**src/hw/cbm2_pkg.sv**
```systemverilog
`default_nettype none

package cbm2_pkg;

	// ==============================
	// Basic types
	// ==============================

	typedef logic [24:0] mem_addr_t;
	typedef logic [7:0]  byte_t;
	typedef logic [1:0]  ram_size_t;  // 0 256K, 1 128K, 2 1M
	typedef logic [7:0]  rom_mask_t;
	typedef logic [16:0] rst_cnt_t;

	typedef enum logic [1:0] {
		ERASE_NONE,
		ERASE_SEG15,
		ERASE_ALL
	} erase_mode_t;

	typedef enum logic {
		DW_STREAM,
		DW_INJECT
	} dw_state_t;

	// Raw menu fields
	typedef struct packed {
		logic [2:0] system_sel;
		logic [1:0] custom_model;  // 0 high profile, 1 low profile, 2 P model
		ram_size_t  custom_ram;
		logic       tv_ntsc;
		logic       clear_seg15_only;
		logic       release_keys;
	} sys_cfg_t;

	typedef struct packed {
		logic      model_b;
		logic      profile_hi;
		ram_size_t ram_size;
		logic      ntsc;
	} model_t;

	typedef struct packed {
		logic       download;
		logic [5:0] index;
		logic       wr;
		mem_addr_t  addr;
		byte_t      data;
	} dl_bus_t;

	typedef struct packed {
		logic      ce;
		logic      we;
		mem_addr_t addr;
		byte_t     data;
	} mem_req_t;

	typedef struct packed {
		logic        wr;
		logic [11:0] addr;
		logic [15:0] data;
	} sid_ld_t;

	// ==============================
	// Constants
	// ==============================

	localparam logic [5:0] IDX_ROM_E = 6'd2;
	localparam logic [5:0] IDX_ROM_C = 6'd3;
	localparam logic [5:0] IDX_ROM_8 = 6'd4;
	localparam logic [5:0] IDX_ROM_6 = 6'd5;
	localparam logic [5:0] IDX_ROM_4 = 6'd6;
	localparam logic [5:0] IDX_ROM_2 = 6'd7;
	localparam logic [5:0] IDX_ROM_1 = 6'd8;
	localparam logic [5:0] IDX_PRG   = 6'd9;
	localparam logic [5:0] IDX_FLT   = 6'd10;

	// Slot base in segment 15, entry n belongs to index IDX_ROM_E + n
	localparam logic [6:0][15:0] ROM_BASE = {
		16'h1000, 16'h2000, 16'h4000, 16'h6000, 16'h8000, 16'hC000, 16'hE000
	};

	localparam logic [8:0] SEG15 = 9'h00F;

	localparam rst_cnt_t HARD_RESET_CYCLES = 17'd100000;
	localparam rst_cnt_t SOFT_RESET_CYCLES = 17'd255;
	localparam rst_cnt_t ERASE_ARM_COUNT   = 17'd100;

	localparam mem_addr_t ERASE_LAST    = 25'h0FD7FF;
	localparam mem_addr_t FLT_MAX_BYTES = 25'd6144;

	// Zero page BASIC pointers
	localparam byte_t TXTTAB = 8'h2D;
	localparam byte_t TXTEND = 8'h2F;

endpackage

`default_nettype wire

```
**src/hw/config_decode.sv**
```systemverilog
`timescale 1ns/1ps
`default_nettype none

module config_decode (
	input  wire                     clk_sys,
	input  wire                     RESET,
	input  wire cbm2_pkg::sys_cfg_t cfg,
	output cbm2_pkg::model_t        model
);
	import cbm2_pkg::*;

	logic   m7x0;
	logic   m6x0;
	logic   m500;
	logic   mx10;
	logic   custom;
	model_t next_model;

	assign m7x0   = cfg.system_sel <= 3'd2;
	assign m6x0   = cfg.system_sel >= 3'd3 && cfg.system_sel <= 3'd5;
	assign m500   = cfg.system_sel == 3'd6;
	assign mx10   = cfg.system_sel == 3'd2 || cfg.system_sel == 3'd5;
	assign custom = cfg.system_sel == 3'd7;

	always_comb begin
		next_model.model_b    = custom ? (cfg.custom_model != 2'd2) : (m6x0 | m7x0);
		next_model.profile_hi = custom ? (cfg.custom_model == 2'd0) : m7x0;
		next_model.ram_size   = custom ? cfg.custom_ram : {1'b0, m500 | mx10};
		// 7x0 machines only exist as NTSC
		next_model.ntsc       = cfg.tv_ntsc | m7x0;
	end

	always_ff @(posedge clk_sys) begin
		if (RESET)
			model <= '0;
		else
			model <= next_model;
	end

endmodule

`default_nettype wire

```
**src/hw/reset_ctrl.sv**
```systemverilog
`timescale 1ns/1ps
`default_nettype none

module reset_ctrl (
	input  wire                     clk_sys,
	input  wire                     RESET,
	input  wire cbm2_pkg::sys_cfg_t cfg,
	input  wire cbm2_pkg::model_t   model,
	input  wire                     hard_reset_req,
	input  wire                     soft_reset_req,
	input  wire                     rom_dl_start,
	input  wire                     erase_busy,
	output logic                    reset_n,
	output logic                    erase_req,
	output cbm2_pkg::erase_mode_t   erase_mode,
	output logic                    dl_hold
);
	import cbm2_pkg::*;

	rst_cnt_t    cnt;
	logic [6:0]  sys_r;
	logic        ntsc_r;
	logic        hard_cause;
	logic        soft_cause;
	erase_mode_t reload_mode;

	assign hard_cause = (sys_r != {cfg.system_sel, cfg.custom_model, cfg.custom_ram})
		| hard_reset_req | rom_dl_start;
	assign soft_cause = soft_reset_req | (ntsc_r != model.ntsc);

	// A full erase still pending is never narrowed to segment 15
	assign reload_mode = (erase_mode == ERASE_ALL || !cfg.clear_seg15_only) ?
		ERASE_ALL : ERASE_SEG15;

	always_ff @(posedge clk_sys) begin
		sys_r     <= {cfg.system_sel, cfg.custom_model, cfg.custom_ram};
		ntsc_r    <= model.ntsc;
		erase_req <= 1'b0;
		if (RESET) begin
			cnt        <= HARD_RESET_CYCLES;
			erase_mode <= ERASE_ALL;
			reset_n    <= 1'b0;
			dl_hold    <= 1'b0;
		end else begin
			reset_n <= cnt == '0;
			if (hard_cause) begin
				cnt        <= HARD_RESET_CYCLES;
				erase_mode <= reload_mode;
				if (rom_dl_start)
					dl_hold <= 1'b1;
			end else if (soft_cause) begin
				cnt <= (erase_mode == ERASE_ALL) ? HARD_RESET_CYCLES : SOFT_RESET_CYCLES;
			end else if (!erase_busy) begin
				// Counter stands still while the eraser runs
				if (cnt == '0) begin
					erase_mode <= ERASE_NONE;
					dl_hold    <= 1'b0;
				end else begin
					cnt <= cnt - 1'b1;
					if (cnt == ERASE_ARM_COUNT && erase_mode != ERASE_NONE)
						erase_req <= 1'b1;
				end
			end
		end
	end

endmodule

`default_nettype wire

```
**src/hw/download_writer.sv**
```systemverilog
`timescale 1ns/1ps
`default_nettype none

module download_writer (
	input  wire                     clk_sys,
	input  wire                     RESET,
	input  wire cbm2_pkg::dl_bus_t  dl,
	input  wire cbm2_pkg::model_t   model,
	input  wire                     wr_ack,
	output logic                    wr_pending,
	output cbm2_pkg::mem_req_t      req,
	output cbm2_pkg::rom_mask_t     rom_loaded,
	output logic                    rom_dl_start
);
	import cbm2_pkg::*;

	dw_state_t   state;
	mem_addr_t   load_addr;
	mem_addr_t   rom_addr;
	logic [15:0] inj_start;
	logic [15:0] inj_end;
	logic [15:0] inj_ptr;
	byte_t       inj_off;
	byte_t       inj_data;
	logic        old_download;
	logic        is_prg;
	logic        is_rom;
	logic        rom_more;
	logic [2:0]  rom_slot;

	assign is_prg   = dl.index == IDX_PRG;
	assign is_rom   = dl.index >= IDX_ROM_E && dl.index <= IDX_ROM_1;
	assign rom_slot = 3'(dl.index - IDX_ROM_E);

	// Byte 0 opens the slot, later bytes follow on in segment 15 outside page D
	assign rom_more = load_addr[24:16] == SEG15 && load_addr[15:12] != 4'hD;
	assign rom_addr = (dl.addr == '0) ? {SEG15, ROM_BASE[rom_slot]} : load_addr;

	assign rom_dl_start = dl.wr && is_rom && dl.addr == '0;

	// Offsets 2D..30 hold start lo, start hi, end lo, end hi
	assign inj_ptr  = (inj_off < TXTEND) ? inj_start : inj_end;
	assign inj_data = (inj_off == TXTTAB || inj_off == TXTEND) ? inj_ptr[7:0] : inj_ptr[15:8];

	always_ff @(posedge clk_sys) begin
		old_download <= dl.download;
		if (RESET) begin
			state      <= DW_STREAM;
			wr_pending <= 1'b0;
			rom_loaded <= '0;
		end else begin
			if (wr_ack)
				wr_pending <= 1'b0;

			case (state)
				DW_STREAM: begin
					if (dl.wr && is_prg) begin
						if (dl.addr == 25'd0) begin
							load_addr      <= {(model.model_b ? 9'd1 : 9'd0), 8'h00, dl.data};
							inj_start[7:0] <= dl.data;
							inj_end[7:0]   <= dl.data;
						end else if (dl.addr == 25'd1) begin
							load_addr[15:8] <= dl.data;
							inj_start[15:8] <= dl.data;
							inj_end[15:8]   <= dl.data;
						end else begin
							req        <= '{ce: 1'b1, we: 1'b1, addr: load_addr, data: dl.data};
							wr_pending <= 1'b1;
							load_addr  <= load_addr + 1'b1;
							inj_end    <= inj_end + 1'b1;
						end
					end

					if (dl.wr && is_rom && (dl.addr == '0 || rom_more)) begin
						req        <= '{ce: 1'b1, we: 1'b1, addr: rom_addr, data: dl.data};
						wr_pending <= 1'b1;
						load_addr  <= rom_addr + 1'b1;
						// Blank bytes do not count as a loaded ROM
						if (dl.data != 8'h00 && dl.data != 8'hFF)
							rom_loaded[rom_addr[15:13]] <= 1'b1;
					end

					if (old_download && !dl.download && is_prg) begin
						state   <= DW_INJECT;
						inj_off <= TXTTAB;
					end
				end

				DW_INJECT: begin
					if (!wr_pending) begin
						req        <= '{ce: 1'b1, we: 1'b1, addr: {SEG15, 8'h00, inj_off},
							data: inj_data};
						wr_pending <= 1'b1;
						inj_off    <= inj_off + 1'b1;
						if (inj_off == TXTEND + 8'd1)
							state <= DW_STREAM;
					end
				end

				default: state <= DW_STREAM;
			endcase
		end
	end

endmodule

`default_nettype wire

```
**src/hw/ram_eraser.sv**
```systemverilog
`timescale 1ns/1ps
`default_nettype none

module ram_eraser (
	input  wire                        clk_sys,
	input  wire                        RESET,
	input  wire                        erase_req,
	input  wire cbm2_pkg::erase_mode_t erase_mode,
	input  wire cbm2_pkg::model_t      model,
	input  wire cbm2_pkg::rom_mask_t   rom_loaded,
	input  wire                        wr_ack,
	output logic                       busy,
	output logic                       wr_pending,
	output cbm2_pkg::mem_req_t         req
);
	import cbm2_pkg::*;

	erase_mode_t mode_r;
	mem_addr_t   addr;
	mem_addr_t   last_ram;
	mem_addr_t   skip_to;
	logic        skip;
	logic        in_seg15;
	byte_t       fill;

	assign in_seg15 = addr[24:16] == SEG15;

	// Last byte of normal RAM
	// A 1M machine has no gap before segment 15
	always_comb begin
		case ({model.ram_size, model.model_b})
			3'b010:  last_ram = 25'h01FFFF;
			3'b011:  last_ram = 25'h02FFFF;
			3'b000:  last_ram = 25'h03FFFF;
			3'b001:  last_ram = 25'h04FFFF;
			default: last_ram = '1;
		endcase
	end

	// ==============================
	// Segment 15 holes
	// ==============================

	always_comb begin
		skip    = 1'b0;
		skip_to = addr;
		if (mode_r == ERASE_ALL && in_seg15) begin
			skip = 1'b1;
			if (addr[15:12] == 4'h1 && rom_loaded[0])
				skip_to = {SEG15, 16'h2000};
			else if (addr[15:13] == 3'b001 && rom_loaded[1])
				skip_to = {SEG15, 16'h4000};
			else if (addr[15:13] == 3'b010 && rom_loaded[2])
				skip_to = {SEG15, 16'h6000};
			else if (addr[15:13] == 3'b011 && rom_loaded[3])
				skip_to = {SEG15, 16'h8000};
			else if (addr[15:14] == 2'b10)
				skip_to = {SEG15, 16'hC000};
			else if (addr[15:12] == 4'hC && rom_loaded[6])
				skip_to = {SEG15, 16'hD000};
			else
				skip = 1'b0;
		end
	end

	assign fill = in_seg15 ? {8{addr[6]}} : {8{addr[14] ^ addr[3] ^ addr[2]}};

	always_ff @(posedge clk_sys) begin
		if (RESET) begin
			busy       <= 1'b0;
			wr_pending <= 1'b0;
		end else begin
			if (wr_ack)
				wr_pending <= 1'b0;

			if (!busy) begin
				if (erase_req && erase_mode != ERASE_NONE) begin
					busy   <= 1'b1;
					mode_r <= erase_mode;
					if (erase_mode == ERASE_SEG15)
						addr <= {SEG15, 16'h0000};
					else
						addr <= model.model_b ? 25'h010000 : 25'h000000;
				end
			end else if (!wr_pending) begin
				if (mode_r == ERASE_SEG15 && addr > {SEG15, 16'h0FFF}) begin
					busy <= 1'b0;
				end else if (skip) begin
					addr <= skip_to;
				end else if (addr > ERASE_LAST) begin
					busy <= 1'b0;
				end else begin
					req        <= '{ce: 1'b1, we: 1'b1, addr: addr, data: fill};
					wr_pending <= 1'b1;
					addr       <= (addr == last_ram) ? {SEG15, 16'h0000} : addr + 1'b1;
				end
			end
		end
	end

endmodule

`default_nettype wire

```
**src/hw/mem_port.sv**
```systemverilog
`timescale 1ns/1ps
`default_nettype none

module mem_port (
	input  wire                     clk_sys,
	input  wire                     RESET,
	input  wire                     io_cycle,
	input  wire                     erase_pending,
	input  wire cbm2_pkg::mem_req_t erase_req,
	input  wire                     dl_pending,
	input  wire cbm2_pkg::mem_req_t dl_req,
	input  wire cbm2_pkg::mem_req_t cpu_req,
	output logic                    erase_ack,
	output logic                    dl_ack,
	output cbm2_pkg::mem_req_t      mem_req
);
	import cbm2_pkg::*;

	logic     io_d;
	logic     io_fall;
	logic     io_rise;
	mem_req_t ldr;

	assign io_fall = !io_cycle && io_d;
	assign io_rise = io_cycle && !io_d;

	// Loader access lives from the fall of io_cycle to its next rise
	always_ff @(posedge clk_sys) begin
		io_d      <= io_cycle;
		erase_ack <= 1'b0;
		dl_ack    <= 1'b0;
		if (RESET) begin
			ldr.ce <= 1'b0;
			ldr.we <= 1'b0;
		end else if (io_fall) begin
			// Idle window still runs a read
			ldr.ce <= 1'b1;
			ldr.we <= 1'b0;
			if (erase_pending) begin
				ldr       <= erase_req;
				erase_ack <= 1'b1;
			end else if (dl_pending) begin
				ldr    <= dl_req;
				dl_ack <= 1'b1;
			end
		end else if (io_rise) begin
			ldr.ce <= 1'b0;
			ldr.we <= 1'b0;
		end
	end

	assign mem_req = io_cycle ? cpu_req : ldr;

endmodule

`default_nettype wire

```
**src/hw/flt_loader.sv**
```systemverilog
`timescale 1ns/1ps
`default_nettype none

module flt_loader (
	input  wire                    clk_sys,
	input  wire                    RESET,
	input  wire cbm2_pkg::dl_bus_t dl,
	output cbm2_pkg::sid_ld_t      sid_ld
);
	import cbm2_pkg::*;

	logic        ld_wr;
	logic [11:0] ld_addr;
	logic [15:0] ld_data;
	logic        take;

	assign take = dl.wr && dl.index == IDX_FLT && dl.addr < FLT_MAX_BYTES;

	always_ff @(posedge clk_sys) begin
		if (RESET)
			ld_wr <= 1'b0;
		else
			ld_wr <= take && dl.addr[0];
	end

	// Low byte first, the odd byte completes the word
	always_ff @(posedge clk_sys) begin
		if (take) begin
			if (dl.addr[0]) begin
				ld_data[15:8] <= dl.data;
				ld_addr       <= dl.addr[12:1];
			end else begin
				ld_data[7:0] <= dl.data;
			end
		end
	end

	assign sid_ld = '{wr: ld_wr, addr: ld_addr, data: ld_data};

endmodule

`default_nettype wire

```
**src/hw/cbm2_loader.sv**
```systemverilog
`timescale 1ns/1ps
`default_nettype none

module cbm2_loader (
	input  wire                     clk_sys,
	input  wire                     RESET,
	input  wire cbm2_pkg::sys_cfg_t cfg,
	input  wire                     hard_reset_req,
	input  wire                     soft_reset_req,
	input  wire cbm2_pkg::dl_bus_t  dl,
	input  wire                     io_cycle,
	input  wire cbm2_pkg::mem_req_t cpu_req,
	output logic                    dl_wait,
	output logic                    reset_n,
	output cbm2_pkg::mem_req_t      mem_req,
	output cbm2_pkg::rom_mask_t     rom_loaded,
	output cbm2_pkg::sid_ld_t       sid_ld
);
	import cbm2_pkg::*;

	model_t      model;
	erase_mode_t erase_mode;
	logic        erase_start;
	logic        erase_busy;
	logic        erase_pending;
	logic        erase_ack;
	mem_req_t    erase_wr;
	logic        dl_hold;
	logic        rom_dl_start;
	logic        dl_pending;
	logic        dl_ack;
	mem_req_t    dl_wr;

	// ==============================
	// Configuration and reset
	// ==============================

	config_decode config_decode_i (
		.clk_sys (clk_sys),
		.RESET   (RESET),
		.cfg     (cfg),
		.model   (model)
	);

	reset_ctrl reset_ctrl_i (
		.clk_sys        (clk_sys),
		.RESET          (RESET),
		.cfg            (cfg),
		.model          (model),
		.hard_reset_req (hard_reset_req),
		.soft_reset_req (soft_reset_req),
		.rom_dl_start   (rom_dl_start),
		.erase_busy     (erase_busy),
		.reset_n        (reset_n),
		.erase_req      (erase_start),
		.erase_mode     (erase_mode),
		.dl_hold        (dl_hold)
	);

	// ==============================
	// Loader sources
	// ==============================

	download_writer download_writer_i (
		.clk_sys      (clk_sys),
		.RESET        (RESET),
		.dl           (dl),
		.model        (model),
		.wr_ack       (dl_ack),
		.wr_pending   (dl_pending),
		.req          (dl_wr),
		.rom_loaded   (rom_loaded),
		.rom_dl_start (rom_dl_start)
	);

	ram_eraser ram_eraser_i (
		.clk_sys    (clk_sys),
		.RESET      (RESET),
		.erase_req  (erase_start),
		.erase_mode (erase_mode),
		.model      (model),
		.rom_loaded (rom_loaded),
		.wr_ack     (erase_ack),
		.busy       (erase_busy),
		.wr_pending (erase_pending),
		.req        (erase_wr)
	);

	flt_loader flt_loader_i (
		.clk_sys (clk_sys),
		.RESET   (RESET),
		.dl      (dl),
		.sid_ld  (sid_ld)
	);

	// Host stalls on a queued byte or during a ROM download reset
	assign dl_wait = dl_pending | dl_hold;

	mem_port mem_port_i (
		.clk_sys       (clk_sys),
		.RESET         (RESET),
		.io_cycle      (io_cycle),
		.erase_pending (erase_pending),
		.erase_req     (erase_wr),
		.dl_pending    (dl_pending),
		.dl_req        (dl_wr),
		.cpu_req       (cpu_req),
		.erase_ack     (erase_ack),
		.dl_ack        (dl_ack),
		.mem_req       (mem_req)
	);

endmodule

`default_nettype wire

```
**config.mk**
```make
export PLATFORM = sky130hd
export DESIGN_NAME = cbm2_loader
export DESIGN_NICKNAME = d
export VERILOG_FILES = /design/src/hw/cbm2_pkg.sv /design/src/hw/config_decode.sv /design/src/hw/reset_ctrl.sv /design/src/hw/download_writer.sv /design/src/hw/ram_eraser.sv /design/src/hw/mem_port.sv /design/src/hw/flt_loader.sv /design/src/hw/cbm2_loader.sv
export SDC_FILE = /design/constraint.sdc
export NUM_CORES = 1
export LEC_CHECK = 0
export BUFFER_PORTS_ARGS = -buffer_cell sky130_fd_sc_hd__buf_2
export CAP_MARGIN = 20
export CORE_ASPECT_RATIO = 0.6
export CORE_MARGIN = 4
export CORE_UTILIZATION = 40
export CTS_CLUSTER_SIZE = 10
export DETAILED_ROUTE_END_ITERATION = 8
export PLACE_DENSITY = 0.69
export SYNTH_ARGS = -nofsm -noshare
export SYNTH_HDL_FRONTEND = slang
export SYNTH_SLANG_ARGS = --single-unit
```
**constraint.sdc**
```tcl
create_clock -name clk_sys -period 5 [get_ports clk_sys]
set_clock_uncertainty 0.1 [all_clocks]
set_input_delay 0.5 -clock clk_sys [delete_from_list [all_inputs] [get_ports clk_sys]]
set_output_delay 0.5 -clock clk_sys [all_outputs]
set_load 0.01 [all_outputs]
```
==> flow_summary.toml <==
[run_status]
outcome = "complete, no violations"

[timing]
rsz0062_at_grt = "no"
hold_viol_final = 0
period_share_pct = 70.5
period_minus_slack_ps = 3520
timing.hold.ws_ps = 25.0
setup_violations = 0
max_slew_margin_pct = 30.3
finalMaxSlewViolations = 0
worst_pin_slew_ps = 1040
setup_tns_ps = 0
max_freq_mhz = 284

[power_and_ir_drop]
seqPwrFrac_pct = 51.8
p_per_area_nw_per_um2 = 302
vdd_drop_max_mv = 0.259
p_sw_uw = 960
switching_share_pct = 20.9
comb_power_share_pct = 4.1
p_int_uw = 3620
p_leak_uw = 0.00541
p_clk_share_pct = 44.1

[worst_hold_path]
hold_path.class = "input port to flip-flop"

[routing]
wire_per_inst_um = 19.8
drc = 0
ant_nets = 0
dr.pass1.iters = 5
vias = 9809
vias_per_cell = 5.62
wl_mm = 34.6
drt_iter0_drc = 1165

[floorplanning]
core_um2 = 31600
start_util_pct = 41.1
die-area_um2 = 35500
die_w_um = 240
ioPinCount = 165
num_rows = 50
chipHeight_um = 147

[synthesis]
synthFlopType = "edfxtp_1"
synth_cells = 1144
synthArstFlopShare_pct = 0
syn_nets = 1252
synth_seq_cells = 265
ys_seq_area_share_pct = 57.3
syn_area_per_cell_um2 = 11.3
synthDistinctLibCells = 79
yosys_warnings = 0
synth_edf_count = 212
netlist_area_um2 = 13000

[setup_path]
worst-path-max-fanout = 33
worstSetupPathType = "flip-flop to flip-flop"
slowest_delay_ps = 590
cp_top_family = "simple AND/OR/NAND/NOR gates"
path_cells = "or4_4 > or4_4 > nand2b_4 > nand2_2 > o21bai_1 > a21oi_4 > buf_4"
crit_buf_inv = 1
crit_path_end_kind = "flip-flop"
critPathRequiredTime_ps = 5090
cp_common_cell = "or4_4"
start_kind = "flip-flop"
crit_arrival_ps = 3610
cp_slowest_cell = "or4_4"

[global_routing]
grt.overflow.total = 0
grt_first_pass_wirelength_mm = 53.1
grt_usage_pct = 19.0
grt_pass1_vias = 9112
antenna_found_initial = 0
grt_max_degree = 48

[clock_network]
htreeDepth = 1
cts_sinks = 265
clk_latency_ps = 560
cts_root_buffer = "clkbuf_16"
cts_resized = 0
cts_tree = "yes"
numCtsBuffers = 30
path_clk_slew_ps = 60
clockBufferDepth = 3

[layout]
syn_to_final_growth_pct = 17.1
nets = 1414
antennaDiodeCount = 0
drive_gt1_share_pct = 21.0

[place]
place.gp.congestion = 0.968
hpwlAfterDp_mm = 25.3
port_buffers = 163

[job]
cap_violations = 0
sequential cells by signal, summed over array words and instances (netlist names), 2 cells and up:
name                          cells
config_decode_i.model             4
download_writer_i.inj_end        16
download_writer_i.inj_off         8
download_writer_i.inj_start      16
download_writer_i.load_addr      25
download_writer_i.req            33
download_writer_i.rom_loaded      8
flt_loader_i.ld_addr             12
flt_loader_i.ld_data             16
mem_port_i.ldr                   35
ram_eraser_i.addr                25
ram_eraser_i.mode_r               2
ram_eraser_i.req                 26
reset_ctrl_i.cnt                 17
reset_ctrl_i.erase_mode           2
reset_ctrl_i.sys_r                7
per-layer routing:
layer	vias to the layer above	global-route usage [%]	share of wire, %	wire length (um)
li1	4609	-	-	-
met1	4650	31.3	49	17100
met3	47	5.65	12	4010
met2	503	24.5	37	13000
met5	-	0	0	0
met4	0	3.14	1.6	541
cells by family after synthesis:
family          share of synthesized area, %
xor+xnor                                5.40
compound gates                          11.4
mux                                     4.82
simple gates                            16.9
flops                                   57.3
fa+ha+maj                               1.72
buf+inv                                 2.47
placed cells by master (no fill, tap or decap), types with 5 or more instances in the layout:
master / n
nand2b_1: 18
o31ai_1: 5
clkbuf_16: 31
inv_1: 23
nand3_1: 36
ha_1: 17
a22o_1: 27
dfxtp_1: 53
buf_4: 15
a21oi_1: 34
nor3b_1: 6
and4_1: 6
o221ai_1: 10
nor3_1: 23
o21ai_0: 61
nor2_1: 92
mux2i_1: 22
nor2b_1: 6
xnor2_1: 50
buf_2: 164
a21o_1: 13
and3_1: 16
and2_1: 19
mux2_2: 36
xor2_1: 30
a31oi_1: 14
clkbuf_1: 22
nand4_1: 28
dlygate4sd3_1: 5
nor4_1: 21
or3_1: 10
edfxtp_1: 212
nand2_1: 110
cells in the mapped netlist, types with 6 or more instances:
library cell    n  area share, %
a21oi_1        36            1.4
a22o_1         27            1.8
nand2b_1       18           0.87
o221ai_1       10           0.68
nor2_1         92            2.7
xor2_1         30            2.0
inv_1          23           0.67
buf_2           7           0.27
nor4_1         22            1.1
edfxtp_1      212             49
and2_1         19           0.92
and4_1          6           0.41
buf_1           9           0.26
a21o_1         13           0.75
ha_1           17            1.6
dfxtp_1        53            8.2
nor3_1         25           0.96
nor2b_1         7           0.34
nor3b_1         7           0.41
o21ai_0        61            2.4
clkbuf_1       37            1.1
nand2_1       110            3.2
mux2_2         36            3.1
nand3_1        36            1.4
or3_1          10           0.48
and3_1         16           0.77
mux2i_1        22            1.7
xnor2_1        50            3.4
a31oi_1        14           0.68
nand4_1        28            1.4
power groups by stage:
stage / clock network [uW] / logic [uW] / registers, uW
2_1_floorplan: 0 / 93.1 / 2420
3_3_place_gp: 0 / 180 / 2420
3_5_place_dp: 0 / 186 / 2420
4_1_cts: 2060 / 189 / 2370
5_1_grt: 2160 / 207 / 2370
6_report: 2020 / 189 / 2370
what timing repair did:
action	4_1_cts	5_1_grt
buffers inserted	0	0
hold buffers	5	0
hold endpoints to repair	5	0
area by class of cell:
type / instances / area [um^2]
clock buffer: 55 / 886
fill: 2851 / 16400
inverter: 25 / 93.8
tap: 416 / 520
sequential: 265 / 7430
timing repair buffer: 185 / 997
multi-input combinational: 799 / 5260
metrics by stage:
stage,cell area (um^2),setup slack [ps],util (%),std cells,total power (uW)
finish,15200,1480,48.1,1745,4580
global route,15200,1410,48.1,1745,4740
CTS,15200,1530,48.0,1743,4620
detailed placement,14200,1350,45.0,1683,2600
global placement,14200,1400,45.0,1683,2600
floorplan,13000,115,-,1144,2510
final timing paths:
kind	from	end	slack, ps	cells after the start
setup / recovery	download_writer_i.load_addr[20]	download_writer_i.req[7]	1480	7
hold / removal	dl[18]	flt_loader_i.ld_addr[9]	20	1
setup reg to reg	download_writer_i.load_addr[20]	download_writer_i.req[7]	1480	7
hold reg to reg	config_decode_i.model[0]	reset_ctrl_i.ntsc_r	260	0
Power figures use the tool's default switching activity.
